==> config.mk <==
export PLATFORM = sky130hd
export DESIGN_NAME = scale_stepper
export DESIGN_NICKNAME = d
export VERILOG_FILES = /design/src/verilog/scaler_types_pkg.sv /design/src/verilog/scale_stepper.sv
export SDC_FILE = /design/constraint.sdc
export NUM_CORES = 1
export LEC_CHECK = 0
export ABC_AREA = 1
export BUFFER_PORTS_ARGS = -buffer_cell sky130_fd_sc_hd__buf_4
export CORE_MARGIN = 8
export CORE_UTILIZATION = 35
export CTS_CLUSTER_DIAMETER = 80
export DETAILED_ROUTE_END_ITERATION = 10
export HOLD_SLACK_MARGIN = 0.12
export PLACE_DENSITY = 0.56
export SYNTH_ARGS = -nofsm -noshare
export SYNTH_HDL_FRONTEND = slang
export SYNTH_SLANG_ARGS = --single-unit
==> constraint.sdc <==
create_clock -name clk -period 2.55 [get_ports clk]
set_clock_uncertainty 0.15 [all_clocks]
set_input_delay 0.255 -clock clk [delete_from_list [all_inputs] [get_ports clk]]
set_output_delay 0.255 -clock clk [all_outputs]
set_load 0.005 [all_outputs]
==> src/verilog/scaler_types_pkg.sv <==
package scaler_types_pkg;

	// Pixel word
	localparam int PIXEL_W = 16;

	// Frame and line dimensions
	localparam int DIM_W = 12;

	// Holds a full dimension times dimension product
	localparam int POS_W = 24;

	// One source row, at most 1024 pixels wide
	localparam int LINE_DEPTH = 1024;
	localparam int ADDR_W = 10;

	typedef logic [PIXEL_W-1:0] pixel_t;
	typedef logic [DIM_W-1:0] dim_t;
	typedef logic [POS_W-1:0] pos_t;
	typedef logic [ADDR_W-1:0] addr_t;

endpackage
==> src/verilog/scale_stepper.sv <==
`timescale 1ns/1ps

module scale_stepper (
	input  logic clk,
	input  logic resetn,
	input  logic frame_start,
	input  logic src_row_end,
	input  logic out_row_end,
	input  logic col_take,
	input  logic col_skip,
	input  scaler_types_pkg::dim_t s_width,
	input  scaler_types_pkg::dim_t s_height,
	input  scaler_types_pkg::dim_t m_width,
	input  scaler_types_pkg::dim_t m_height,
	input  logic wr_en,
	output logic row_needed,
	output logic src_rows_done,
	output logic col_match,
	output logic cols_done,
	output scaler_types_pkg::addr_t wr_addr,
	output scaler_types_pkg::addr_t rd_addr
);
	import scaler_types_pkg::*;

	dim_t out_rows;
	pos_t out_row_sum;	// out_rows * s_height
	dim_t src_rows;
	pos_t src_row_lim;	// (src_rows + 1) * m_height
	dim_t out_cols;
	pos_t out_col_sum;	// out_cols * s_width
	pos_t src_col_lim;	// (rd_addr + 1) * m_width

	// Row r reads source row k while k*mh <= r*sh < (k+1)*mh
	assign row_needed = (out_row_sum < src_row_lim) && (out_rows < m_height);
	assign src_rows_done = (src_rows == s_height - dim_t'(1));
	assign col_match = (out_col_sum < src_col_lim);
	assign cols_done = (out_cols == m_width - dim_t'(1));

	always_ff @(posedge clk) begin
		if (!resetn) begin
			out_rows <= '0;
			out_row_sum <= '0;
			src_rows <= '0;
			src_row_lim <= '0;
		end else if (frame_start) begin
			out_rows <= '0;
			out_row_sum <= '0;
			src_rows <= '0;
			src_row_lim <= pos_t'(m_height);
		end else begin
			if (out_row_end) begin
				out_rows <= out_rows + dim_t'(1);
				out_row_sum <= out_row_sum + pos_t'(s_height);
			end
			if (src_row_end) begin
				src_rows <= src_rows + dim_t'(1);
				src_row_lim <= src_row_lim + pos_t'(m_height);
			end
		end
	end

	// Column DDA restarts on every output row
	always_ff @(posedge clk) begin
		if (!resetn || frame_start || out_row_end) begin
			out_cols <= '0;
			out_col_sum <= '0;
			rd_addr <= '0;
			src_col_lim <= pos_t'(m_width);
		end else if (col_take) begin
			out_cols <= out_cols + dim_t'(1);
			out_col_sum <= out_col_sum + pos_t'(s_width);
		end else if (col_skip) begin
			rd_addr <= rd_addr + addr_t'(1);
			src_col_lim <= src_col_lim + pos_t'(m_width);
		end
	end

	always_ff @(posedge clk) begin
		if (!resetn || frame_start || src_row_end)
			wr_addr <= '0;
		else if (wr_en)
			wr_addr <= wr_addr + addr_t'(1);
	end

endmodule

==> results by group <==
Outcome
  • Status: finished, final reports clean

Logic synthesis
  • Yosys warns: 0
  • Simple-gate share of the synthesized area: 35.93%
  • Commonest cells post-synth: 476 x nand2_1, 251 x inv_1, 223 x nor2_1
  • Synthesized area per cell: 6.469 sq um
  • Unique masters post-synth: 53
  • Top FF cell, synth: dfxtp_1
  • Synth Net Count: 1990
  • XOR/XNOR share of the synthesized area: 3.171%
  • Largest family of logic cells by synthesized area: simple AND/OR/NAND/NOR gates
  • Synthesized area: 11760 sq um
  • EDFF count, synth: 12
  • Synth Register Bits: 152
  • Area contributors post-synth: dfxtp_1 24%, nand2_1 15%, ha_1 12%
  • Top-area cell type share of the netlist area: 23.83%
  • Sequential area share after synthesis: 26.90%
  • Compound-cell area share of the yosys netlist: 11.71%
  • Mux contribution to synthesized area: 0%
  • Mapped Cells: 1818
  • Most frequent cell after synthesis: nand2_1
  • Fraction of registers with async set/reset: 0%
  • Synth area leader: dfxtp_1
  • Fraction of the mapped netlist area in adder cells: 12.60%

Critical path
  • Maximum fanout along the worst path: 4
  • Worst path required time: 2.14 ns
  • Worst setup EP type: primary output
  • WP data arrival: 2.06 ns
  • Setup CP Type: flop to primary output
  • Critical Path Start Type: flop

Pwr
  • LEAKAGE: 6.525 nW
  • VDD IR-drop max: 0.4816 mV
  • Internal power component: 4.310 mW
  • Part of the power in registers: 40.6%
  • Clock power frac: 40.8%
  • PnR Total Power: 6.182 mW
  • Sw Ratio: 30.29%
  • Power density over the cells: 443.0 nW/um^2
  • NetSw: 1.873 mW
  • Combinational Power Share: 18.6%

Die
  • Core ar.: 33280 sq um
  • Core Rows: 67
  • Initial Util: 35.34%
  • Die width: 199.3 um
  • I/O pins: 80
  • Die area: 39720 sq um
  • Die height: 199.3 um

Route
  • DR WL/cell: 13.51 um
  • Starting DRT DRC Count: 475
  • WL final: 32.36 mm
  • DR pass1 iterations: 5
  • Final ANT Viol Nets: 0
  • Residual DRC count: 0
  • Vias/cell: 4.838
  • Vias: 11590

Run
  • Max-Cap Viols: 0

Placed design
  • Placed cell area: 12820 sq um
  • Port buffer count: 79
  • DP Cell Count: 2324
  • Pre-CTS setup slack: 0.4014 ns
  • DP Wirelength: 25.27 mm
  • RD Place Congestion: 0.8845

Final layout
  • Multi-input gate area: 7601 sq um
  • Diode count: 0
  • Area growth from synthesis to layout: 18.68%
  • Register area: 3188 sq um
  • FILL cells: 3526
  • Final instance area: 13960 sq um
  • NumNets Final: 2106
  • Share of cells above drive strength 1: 11.76%
  • Non-filler cells, final: 2395

STA
  • Min cycle time layout: 2.465 ns
  • Final worst slack: 0.08503 ns
  • Max-slew violation count: 0
  • Setup TNS: 0 ns
  • Final hold vios: 0
  • Final period util: 96.67%
  • # setup viols final: 0
  • Fmax: 405.7 MHz
  • Max_slew headroom: 57.83%
  • Slew @ Worst Pin: 0.6310 ns

Clock tree
  • Worst-Skew Late Latency: 0.44 ns
  • CTS sink cnt: 152
  • Max H-tree Level: 4
  • CTS tree: built
  • Clock root cell: clkbuf_16
  • Cts bufs inserted: 17
  • Maximum root-to-sink buffer count: 2
  • Clock transition at path regs: 0.07 ns

Global routing
  • Initial antenna violation count: 0
  • Aggregate global routing overflow: 0
  • First-pass GRT wire length: 52.25 mm
  • GR peak layer: met2
  • GR Util met2: 28.90%
  • Largest net degree at the start of global routing: 44
  • Vias in the first global route: 10680
  • Global-route usage over all layers: 16.28%
  • M3 GR Usage: 2.509%
  • Grt met1 use: 19.77%

Min path
  • Hold Path Class: input pin to flop
[layer usage]
layer / share of wire [%] / vias up / wire length, um
li1: - / 6149 / -
met1: 46 / 5230 / 14730
met2: 49 / 172 / 15790
met3: 3.6 / 36 / 1157
met4: 2.1 / 0 / 686
met5: 0 / - / 0
[registers in the layout, summed over array words and instances, names as in the netlist]
signal and flops:
wr_addr 10, out_col_sum 24, src_col_lim 24, out_rows 12
rd_addr 10, src_row_lim 24, src_rows 12, out_row_sum 24
out_cols 12
[stage by stage]
| step | hold slack [ns] | util [%] |
|---|---|---|
| 6_report | 0.1326 | 41.94 |
| 3_5_place_dp | 0.3054 | 38.54 |
| 5_1_grt | 0.1558 | 41.94 |
| 4_1_cts | 0.1265 | 41.31 |
| 2_1_floorplan | 0.2026 | - |
| 3_3_place_gp | 0.2937 | 38.54 |
[cells by family (layout without fill, tap and decap cells)]
kind of cell / Yosys count / after routing
AOI/OAI and AO/OA: 254 / 254
xor gates and xnor gates: 41 / 41
adders and majority gates: 116 / 116
buffers and inverters: 290 / 419
DFF: 152 / 152
and+or+nand+nor: 965 / 965
[power by group through the flow]
stage / Clock (mW) / Sequential (mW) / Combinational [mW]
2_1_floorplan: 0 / 2.54 / 0.779
6_report: 2.52 / 2.51 / 1.15
5_1_grt: 2.69 / 2.52 / 1.31
3_3_place_gp: 0 / 2.57 / 1.08
4_1_cts: 2.59 / 2.51 / 1.15
3_5_place_dp: 0 / 2.57 / 1.10
[layout by cell type (no fill, tap or decap), types with 8 or more instances in the layout]
| cell | Yosys | layout |
|---|---|---|
| dfxtp_1 | 140 | 124 |
| o21ai_0 | 56 | 55 |
| nor2_4 | 6 | 8 |
| dlygate4sd3_1 | 0 | 34 |
| nand2_1 | 476 | 472 |
| buf_4 | 2 | 91 |
| nand3_1 | 148 | 148 |
| nand4_1 | 27 | 27 |
| nor2_1 | 223 | 217 |
| ha_1 | 112 | 105 |
| nand2_2 | 9 | 12 |
| a21oi_1 | 146 | 143 |
| o21ai_1 | 12 | 13 |
| nor2_2 | 9 | 13 |
| dfxtp_2 | 0 | 14 |
| inv_2 | 7 | 13 |
| inv_1 | 251 | 243 |
| edfxtp_1 | 12 | 12 |
| nor4_1 | 8 | 8 |
| clkbuf_16 | 0 | 18 |
| nor3_1 | 19 | 18 |
| nand3_2 | 9 | 9 |
| nand3b_1 | 9 | 9 |
| xnor2_1 | 12 | 12 |
| xor2_1 | 28 | 28 |
[cell type report]
cell class	count	share of cell area (%)
Inverter	260	7.082
Clock inverter	14	0.8696
Clock buffer	18	3.227
Multi-Input combinational cell	1376	54.46
Sequential cell	152	22.84
Timing Repair Buffer	127	7.503
Tap cell	448	4.016
[path summary, 6_finish.rpt]
kind	from	depth (start not counted)	slack [ns]	to
setup reg to reg	src_row_lim[0]$_SDFFE_PN0P_	12	0.44	src_row_lim[18]$_SDFFE_PP0P_
hold / removal	m_width[0]	3	0.13	src_col_lim[0]$_DFFE_PP_
hold reg to reg	rd_addr[9]$_SDFFE_PP0P_	1	0.31	rd_addr[9]$_SDFFE_PP0P_
setup / recovery	src_col_lim[17]$_SDFFE_PP0P_	8	0.09	col_match
[worst max-delay path, cell delays in order, from the launching register on]
cell	delay (ns)
dfxtp_1	0.39
inv_1	0.10
ha_1	0.29
a21oi_1	0.16
o21ai_0	0.09
a21oi_1	0.19
nand2_1	0.10
a21oi_2	0.16
buf_4	0.14
[repair_timing]
item                                    in CTS  in global routing
endpoints found under the setup margin       0                  3
setup buffers                                0                  4
gates resized for setup                      0                 56
endpoints found under the hold margin       41                  0
hold buffers                                35                  0
Power figures use the tool's default switching activity.
