**src/verilog/scaler_ctrl_pkg.sv**
```systemverilog
package scaler_ctrl_pkg;

	// Frame controller states
	typedef enum logic [2:0] {
		ST_IDLE,	// Waiting for fsync
		ST_SYNC,	// Dropping beats until tuser
		ST_FILL,	// Taking one source row
		ST_EMIT,	// Output rows from the line buffer
		ST_DRAIN	// Last pixel still in the output register
	} scaler_state_t;

endpackage

```
**src/verilog/scaler_fsm.sv**
```systemverilog
`timescale 1ns/1ps

module scaler_fsm (
	input  logic clk,
	input  logic resetn,
	input  logic fsync,
	input  logic s_tvalid,
	input  logic s_tuser,
	input  logic s_tlast,
	input  logic m_tready,
	input  logic row_needed,
	input  logic src_rows_done,
	input  logic col_match,
	input  logic cols_done,
	output logic s_tready,
	output logic m_tvalid,
	output logic m_tuser,
	output logic m_tlast,
	output logic frame_start,
	output logic src_row_end,
	output logic out_row_end,
	output logic col_take,
	output logic col_skip,
	output logic wr_en,
	output logic rd_en
);
	import scaler_ctrl_pkg::*;

	scaler_state_t state;
	scaler_state_t next_state;
	logic s_beat;
	logic out_free;
	logic emit_go;
	logic first_pend;	// Next read is the first pixel of the frame

	assign s_tready = (state == ST_SYNC) || (state == ST_FILL);
	assign s_beat = s_tvalid && s_tready;
	assign out_free = !m_tvalid || m_tready;	// Output slot empty or leaving

	assign frame_start = (state == ST_IDLE) && fsync;

	// In SYNC only the tuser beat is kept, as column 0
	assign wr_en = s_beat && row_needed && ((state == ST_FILL) || s_tuser);

	// Column stepping freezes under back-pressure
	assign emit_go = (state == ST_EMIT) && row_needed && out_free;
	assign col_skip = emit_go && !col_match;
	assign col_take = emit_go && col_match;
	assign rd_en = col_take;
	assign out_row_end = col_take && cols_done;

	// Buffered row has served every output row mapped to it
	assign src_row_end = (state == ST_EMIT) && !row_needed;

	always_comb begin
		next_state = state;
		case (state)
			ST_IDLE: begin
				if (fsync)
					next_state = ST_SYNC;
			end
			ST_SYNC: begin
				if (s_beat && s_tuser)
					next_state = s_tlast ? ST_EMIT : ST_FILL;	// Width of 1
			end
			ST_FILL: begin
				if (s_beat && s_tlast)
					next_state = ST_EMIT;
			end
			ST_EMIT: begin
				if (!row_needed)
					next_state = src_rows_done ? ST_DRAIN : ST_FILL;
			end
			ST_DRAIN: begin
				if (out_free)
					next_state = ST_IDLE;
			end
			default: next_state = ST_IDLE;
		endcase
	end

	always_ff @(posedge clk) begin
		if (!resetn) begin
			state <= ST_IDLE;
			first_pend <= 1'b0;
		end else begin
			state <= next_state;
			if (frame_start)
				first_pend <= 1'b1;
			else if (rd_en)
				first_pend <= 1'b0;
		end
	end

	// Flags travel with the registered read data
	always_ff @(posedge clk) begin
		if (!resetn) begin
			m_tvalid <= 1'b0;
			m_tuser <= 1'b0;
			m_tlast <= 1'b0;
		end else if (rd_en) begin
			m_tvalid <= 1'b1;
			m_tuser <= first_pend;
			m_tlast <= cols_done;
		end else if (m_tready) begin
			m_tvalid <= 1'b0;
			m_tuser <= 1'b0;
			m_tlast <= 1'b0;
		end
	end

endmodule

```
**config.mk**
```make
export PLATFORM = sky130hd
export DESIGN_NAME = scaler_fsm
export DESIGN_NICKNAME = d
export VERILOG_FILES = /design/src/verilog/scaler_ctrl_pkg.sv /design/src/verilog/scaler_fsm.sv
export SDC_FILE = /design/constraint.sdc
export NUM_CORES = 1
export LEC_CHECK = 0
export BUFFER_PORTS_ARGS = -buffer_cell sky130_fd_sc_hd__buf_2
export CAP_MARGIN = 10
export CELL_PAD_IN_SITES_DETAIL_PLACEMENT = 0
export CELL_PAD_IN_SITES_GLOBAL_PLACEMENT = 2
export CORE_UTILIZATION = 20
export CTS_BUF_LIST = sky130_fd_sc_hd__clkbuf_8 sky130_fd_sc_hd__clkbuf_16
export DETAILED_ROUTE_END_ITERATION = 10
export PLACE_DENSITY = 0.76
export SLEW_MARGIN = 20
export SYNTH_ARGS = -nofsm -noshare
export SYNTH_HDL_FRONTEND = slang
export SYNTH_SLANG_ARGS = --single-unit
```
**constraint.sdc**
```tcl
create_clock -name clk -period 1.4 [get_ports clk]
set_input_delay 0.28 -clock clk [delete_from_list [all_inputs] [get_ports clk]]
set_output_delay 0.28 -clock clk [all_outputs]
set_load 0.005 [all_outputs]
```
==> results of run 1 <==
## report_power, final
group	leakage [uW]	switching [uW]	internal [uW]
Combinational	0.000328	240	336
Sequential	0.0000583	16.6	238
Clock	0.0000269	90.0	190
## metrics by stage
step           utilization, %  std cells
6_report                 43.1        128
5_1_grt                  43.1        128
4_1_cts                  39.4        123
3_5_place_dp             30.1        108
3_3_place_gp             30.1        108
2_1_floorplan               -         58
## kinds of logic (layout without fill, tap and decap cells)
group	count (synthesis)	count (layout)	synth area share, %
DFF	7	7	31.5
AOI/OAI and AO/OA	10	10	15.7
xor gates and xnor gates	1	1	1.97
and+or+nand+nor	32	32	39.9
buffers and inverters	6	49	6.46
muxes	2	2	4.49
## synth_stat cells
cell,number
buf_4,1
nand3b_1,2
nand3_1,6
or2_1,1
nor3_1,1
a21boi_1,1
nand2b_1,2
xnor2_1,1
o22ai_1,3
inv_2,1
a21boi_0,1
dfxtp_1,7
nor2_1,4
nor2b_1,3
nor3b_1,1
buf_1,1
a21oi_1,2
buf_2,2
inv_1,1
and4_1,1
and4bb_2,1
mux2i_1,2
nand2_1,8
o2111ai_1,1
a31oi_2,1
and2_1,1
and4b_1,1
o21ai_0,1
## sequential cells by signal, summed over array words and instances (netlist names)
name	flops
first_pend	1
m_tlast	1
m_tuser	1
m_tvalid	1
state	3
## worst min path at each step
stage / slack [ps] / endpoint
after global routing: 340 / m_tlast
after global placement: 470 / first_pend
after floorplan: 420 / state[2]
after CTS: 310 / m_tlast
after detailed placement: 470 / m_tuser
final: 320 / state[2]
## metal layers
layer | wire length [um] | vias up
met2 | 745 | 11
met1 | 575 | 260
met3 | 58 | 3
met5 | 0 | -
met4 | 14 | 0
li1 | - | 290
## layout make-up
type | count | area [um2]
fill | 203 | 1150
multi-input combinational | 45 | 332
timing repair buffer | 43 | 310
sequential | 7 | 144
clock buffer | 3 | 41.3
tap | 27 | 33.8
inverter | 2 | 7.51
clock inverter | 1 | 3.75
## what timing repair did
action                     4_1_cts  5_1_grt
setup buffers                   12        5
pin swaps                        7        3
setup endpoints to repair        6       10
gates resized for setup         15        9
cloned                           0        0
## worst max-delay path: cells and delay by family (launching register included)
family | cells | cell delay [ps]
flops | 1 | 300
simple gates | 4 | 710
buf+inv | 2 | 170
==> run metrics, run 1 <==
fin nets=113; # diodes=0; # clock sinks=7; crit path from=state[2]; status=finished with violations; skew final=3.05 ps; most common cell after layout, fill and taps aside=buf_2; global routing usage on met2=22.1%; Power Density=1270 nW/um2; Final ANT Viol Nets=0; Syn Nets=69; ratio of final minimum period to clock period=121%; area grow syn2layout=95.8%; Yosys warnings=0; CTS clk-pin slew, worst paths=40 ps; Worst setup SP type=register; Die W=49.2 um; Setup TNS=-1310 ps; DP Worst Slack=-80.5 ps; Rel. slew slack=86.9%; Seq/Total Area, Yosys=31.5%; fraction of layout cells with a size suffix above 1=59.4%; starting density of the core=22.0%; vias in the first global route=528; overall power=1110 uW; Cell Chain, Critical Path=and4b_1 -> nand2_1 -> or2_1 -> inv_2 -> and2_4 -> buf_6; commonest cells after routing, fill and taps aside=20 x buf_2, 13 x buf_4, 10 x buf_6; Peak VDD IR=0.598 mV; design area=872 um2; pin count of the biggest net entering global routing=11; Post-DP HPWL=886 um; gr busiest metal=met2; RR Endpoint=m_tuser; Max H-tree Level=1; CTS root buffer=clkbuf_8; maximum clock rate=591 MHz; Die Ht=49.2 um; HP Start=src_rows_done; critical path peak fanout=3; Placeable Area=2020 um2; max-cap violations=0; WHS Path Cells=3; final period demand of the worst path=1690 ps; Total GRT Usage=12.6%; synthesized area=445 um2; initial antenna violation count=0; met1 track demand over resource=13.6%; Least-Margin Pin Slew=195 ps; Slowest cell on crit path=dfxtp_2; Setup WS post-layout=-293 ps; P_leak=0.000413 uW; Final setup viols=7; Worst setup EP type=output pin; CTS max path bufs=2; Syn Inst Count=58; largest area contributor in the netlist=dfxtp_1; final-report hold violation count=0; input/output buffers=21; failing checks=setup timing; GRT Residual Overflow=0; GP Congestion=0.704; WP data arrival=1410 ps; placed instance area=609 um2; Hold Slack=316 ps; Area contributors post-synth=dfxtp_1 31%, nand3_1 6.7%, nand2_1 6.7%; drt via density=4.41; FF+latch count, synth=7; vias=564; Mean Syn Cell Area=7.68 um2; post-synth top area share=31.5%; DRT Pass-1 Iters=4; WP data required=1120 ps; die area=2420 um2; crit path capture=out_row_end; r2r startpoint=state[2]; Worst path max stage delay=300 ps; count of unique library cells instantiated by Yosys=28; Reg2Reg Depth=10; Hold/Removal Path Class=in2reg; Crit Path Category=reg2out; Num CTS Buffers=3; row count=16; latest clock arrival within the worst-skew pair=230 ps; Slew Limit Fails=0; Routed WL=1390 um; total I/O pin count=22; RSZ-0062 raised after global routing=true; Post-CTS Hold Buffers=0; CTS tree=built; average wire per standard cell=10.9 um; r2r setup slk=-160 ps; grt met3 use=4.98%; DR iter-0 viols=11; Residual DRC=0; first-pass GRT wire length=2280 um
No activity file was read; power rests on OpenSTA's default activity.
==> run 2, diff against run 1 <==
--- a/config.mk
+++ b/config.mk
@@ -9,10 +9,10 @@
 export CAP_MARGIN = 10
 export CELL_PAD_IN_SITES_DETAIL_PLACEMENT = 0
 export CELL_PAD_IN_SITES_GLOBAL_PLACEMENT = 2
-export CORE_UTILIZATION = 20
-export CTS_BUF_LIST = sky130_fd_sc_hd__clkbuf_8 sky130_fd_sc_hd__clkbuf_16
+export CORE_UTILIZATION = 21
+export CTS_BUF_LIST = sky130_fd_sc_hd__clkbuf_4 sky130_fd_sc_hd__clkbuf_8
 export DETAILED_ROUTE_END_ITERATION = 10
-export PLACE_DENSITY = 0.76
+export PLACE_DENSITY = 0.79
 export SLEW_MARGIN = 20
 export SYNTH_ARGS = -nofsm -noshare
 export SYNTH_HDL_FRONTEND = slang
==> constraint.sdc (replaced) <==
create_clock -name clk -period 1.4 [get_ports clk]
set_input_delay 0.28 -clock clk [delete_from_list [all_inputs] [get_ports clk]]
set_output_delay 0.28 -clock clk [all_outputs]
set_load 0.05 [all_outputs]
==> run metrics, run 2 (synthesis results as in run 1) <==
status=finished with violations; failing checks=setup timing; row count=16 (unchanged); latest clock arrival within the worst-skew pair=250 ps (+20 ps); Rel. slew slack=83.0% (-3.9 points); Placed Cells=113 (+4.6%); Worst setup EP type=output pin; ratio of final minimum period to clock period=127% (+5.8 points); Biggest register=state; final-report hold violation count=0 (unchanged); Worst path max stage delay=310 ps (about the same); first-pass GRT wire length=2190 um (-3.9%); RSZ-0062 raised after global routing=true; Peak VDD IR=0.767 mV (+28%); area grow syn2layout=105%; fin nets=115 (+1.8%); max reg flops=3 (unchanged); initial antenna violation count=0 (unchanged); Least-Margin Pin Slew=256 ps (+61.2 ps); crit path from=state[2]; Slew Limit Fails=0 (unchanged); CTS tree=built; Filler cells=189 (-6.9%); drt via density=4.41 (about the same); fraction of layout cells with a size suffix above 1=62.1% (+2.7 points); Die Ht=48.1 um (-2.3%); average wire per standard cell=10.5 um (-3.2%); Post-CTS Hold Buffers=0 (unchanged); Power Density=1390 nW/um2 (+9.0%); P_leak=0.000421 uW (+1.8%); Placeable Area=1980 um2 (-2.0%); CP bufs+invs=2 (unchanged); Residual DRC=0 (unchanged); max-cap violations=0 (unchanged); GP Congestion=0.703 (-0.13%); maximum clock rate=564 MHz (-4.6%); Hold Slack=306 ps (-9.73 ps); DRT Pass-1 Iters=2 (-2); CP top delay family=simple AND/OR/NAND/NOR gates; final std cells w/o fill=130 (+1.6%); Crit Path Category=reg2out; # diodes=0 (unchanged); vias=573 (+1.6%); critical path peak fanout=3 (unchanged); Routed WL=1370 um (-1.7%); die area=2310 um2 (-4.6%); CTS root buffer=clkbuf_4; Post-DP HPWL=946 um (+6.8%); HP Start=src_rows_done; DR iter-0 viols=2 (-9); Total GRT Usage=13.9% (+1.3 points); Final setup viols=8 (+1); Die W=48.1 um (-2.3%); Cell Chain, Critical Path=and4b_2 -> nand2_2 -> or2_4 -> inv_8 -> and2_4 -> buf_8; GRT Residual Overflow=0 (unchanged); Slowest cell on crit path=dfxtp_2; CTS max path bufs=2 (unchanged); CTS clk-pin slew, worst paths=50 ps (about the same); total I/O pin count=22 (unchanged); pin count of the biggest net entering global routing=11 (unchanged); r2r startpoint=state[2]; starting density of the core=22.5% (+0.45 points); WP data arrival=1490 ps (+80 ps); input/output buffers=21 (unchanged); Setup WS post-layout=-374 ps (-81.8 ps); Worst setup SP type=register; commonest cells after routing, fill and taps aside=19 x buf_4, 14 x buf_2, 8 x buf_6; most common cell after layout, fill and taps aside=buf_4; Num CTS Buffers=3 (unchanged); Final ANT Viol Nets=0 (unchanged); skew final=2.64 ps (-0.412 ps); vias in the first global route=536 (+1.5%); Max H-tree Level=1 (unchanged); # clock sinks=7 (unchanged); final period demand of the worst path=1770 ps (+81.8 ps); Hold/Removal Path Class=in2reg; WP data required=1120 ps (about the same)
-- run 2: layout make-up --
class	count	area (um2)	share of cell area (%)
multi-input combinational	45	318	34.7
timing repair buffer	45	373	40.8
clock buffer	4	30.0	3.28
tap	27	33.8	3.69
sequential	7	145	15.9
inverter	2	15.0	1.64
-- run 2: stage by stage --
stage | setup WS, ps | power, uW | cell area [um2] | util [%] | setup TNS, ps
2_1_floorplan | -194 | 657 | 479 | - | -642
3_3_place_gp | -290 | 800 | 672 | 33.9 | -685
3_5_place_dp | -311 | 800 | 672 | 33.9 | -735
4_1_cts | -379 | 1220 | 872 | 44.0 | -1730
5_1_grt | -428 | 1350 | 915 | 46.1 | -2050
6_report | -374 | 1270 | 915 | 46.1 | -1620
-- run 2: worst paths after layout --
check / end / slack [ps] / cells past startpoint
worst max-delay path: out_row_end / -370 / 6
worst min-delay path: state[2] / 310 / 3
worst max register to register: first_pend / 80 / 7
worst min register to register: first_pend / 470 / 2
-- run 2: tightest hold or removal path: stages --
cell      delay, ps
buf_2           110
nand2_1          50
a21boi_0         80
-- run 2: routing by layer --
metal  GRT usage [%]  wire length [um]  vias to the layer above
met1            16.8               595                      270
li1                -                 -                      295
met2            23.8               736                        8
met5               0                 0                        -
met4            3.33                 0                        0
met3            4.53                38                        0
-- run 2: report_power, final --
| group | leakage (uW) | internal, uW | switching [uW] | total (uW) |
|---|---|---|---|---|
| Combinational | 0.000343 | 416 | 394 | 810 |
| Clock | 0.0000184 | 128 | 76.7 | 205 |
| Sequential | 0.0000588 | 237 | 16.8 | 254 |
| Total | 0.000421 | 782 | 487 | 1270 |
-- run 2: timing repair --
| action | 4_1_cts | 5_1_grt |
|---|---|---|
| pin swaps | 4 | 4 |
| buffers inserted | 8 | 5 |
| endpoints found under the setup margin | 8 | 8 |
| resized for setup | 28 | 3 |
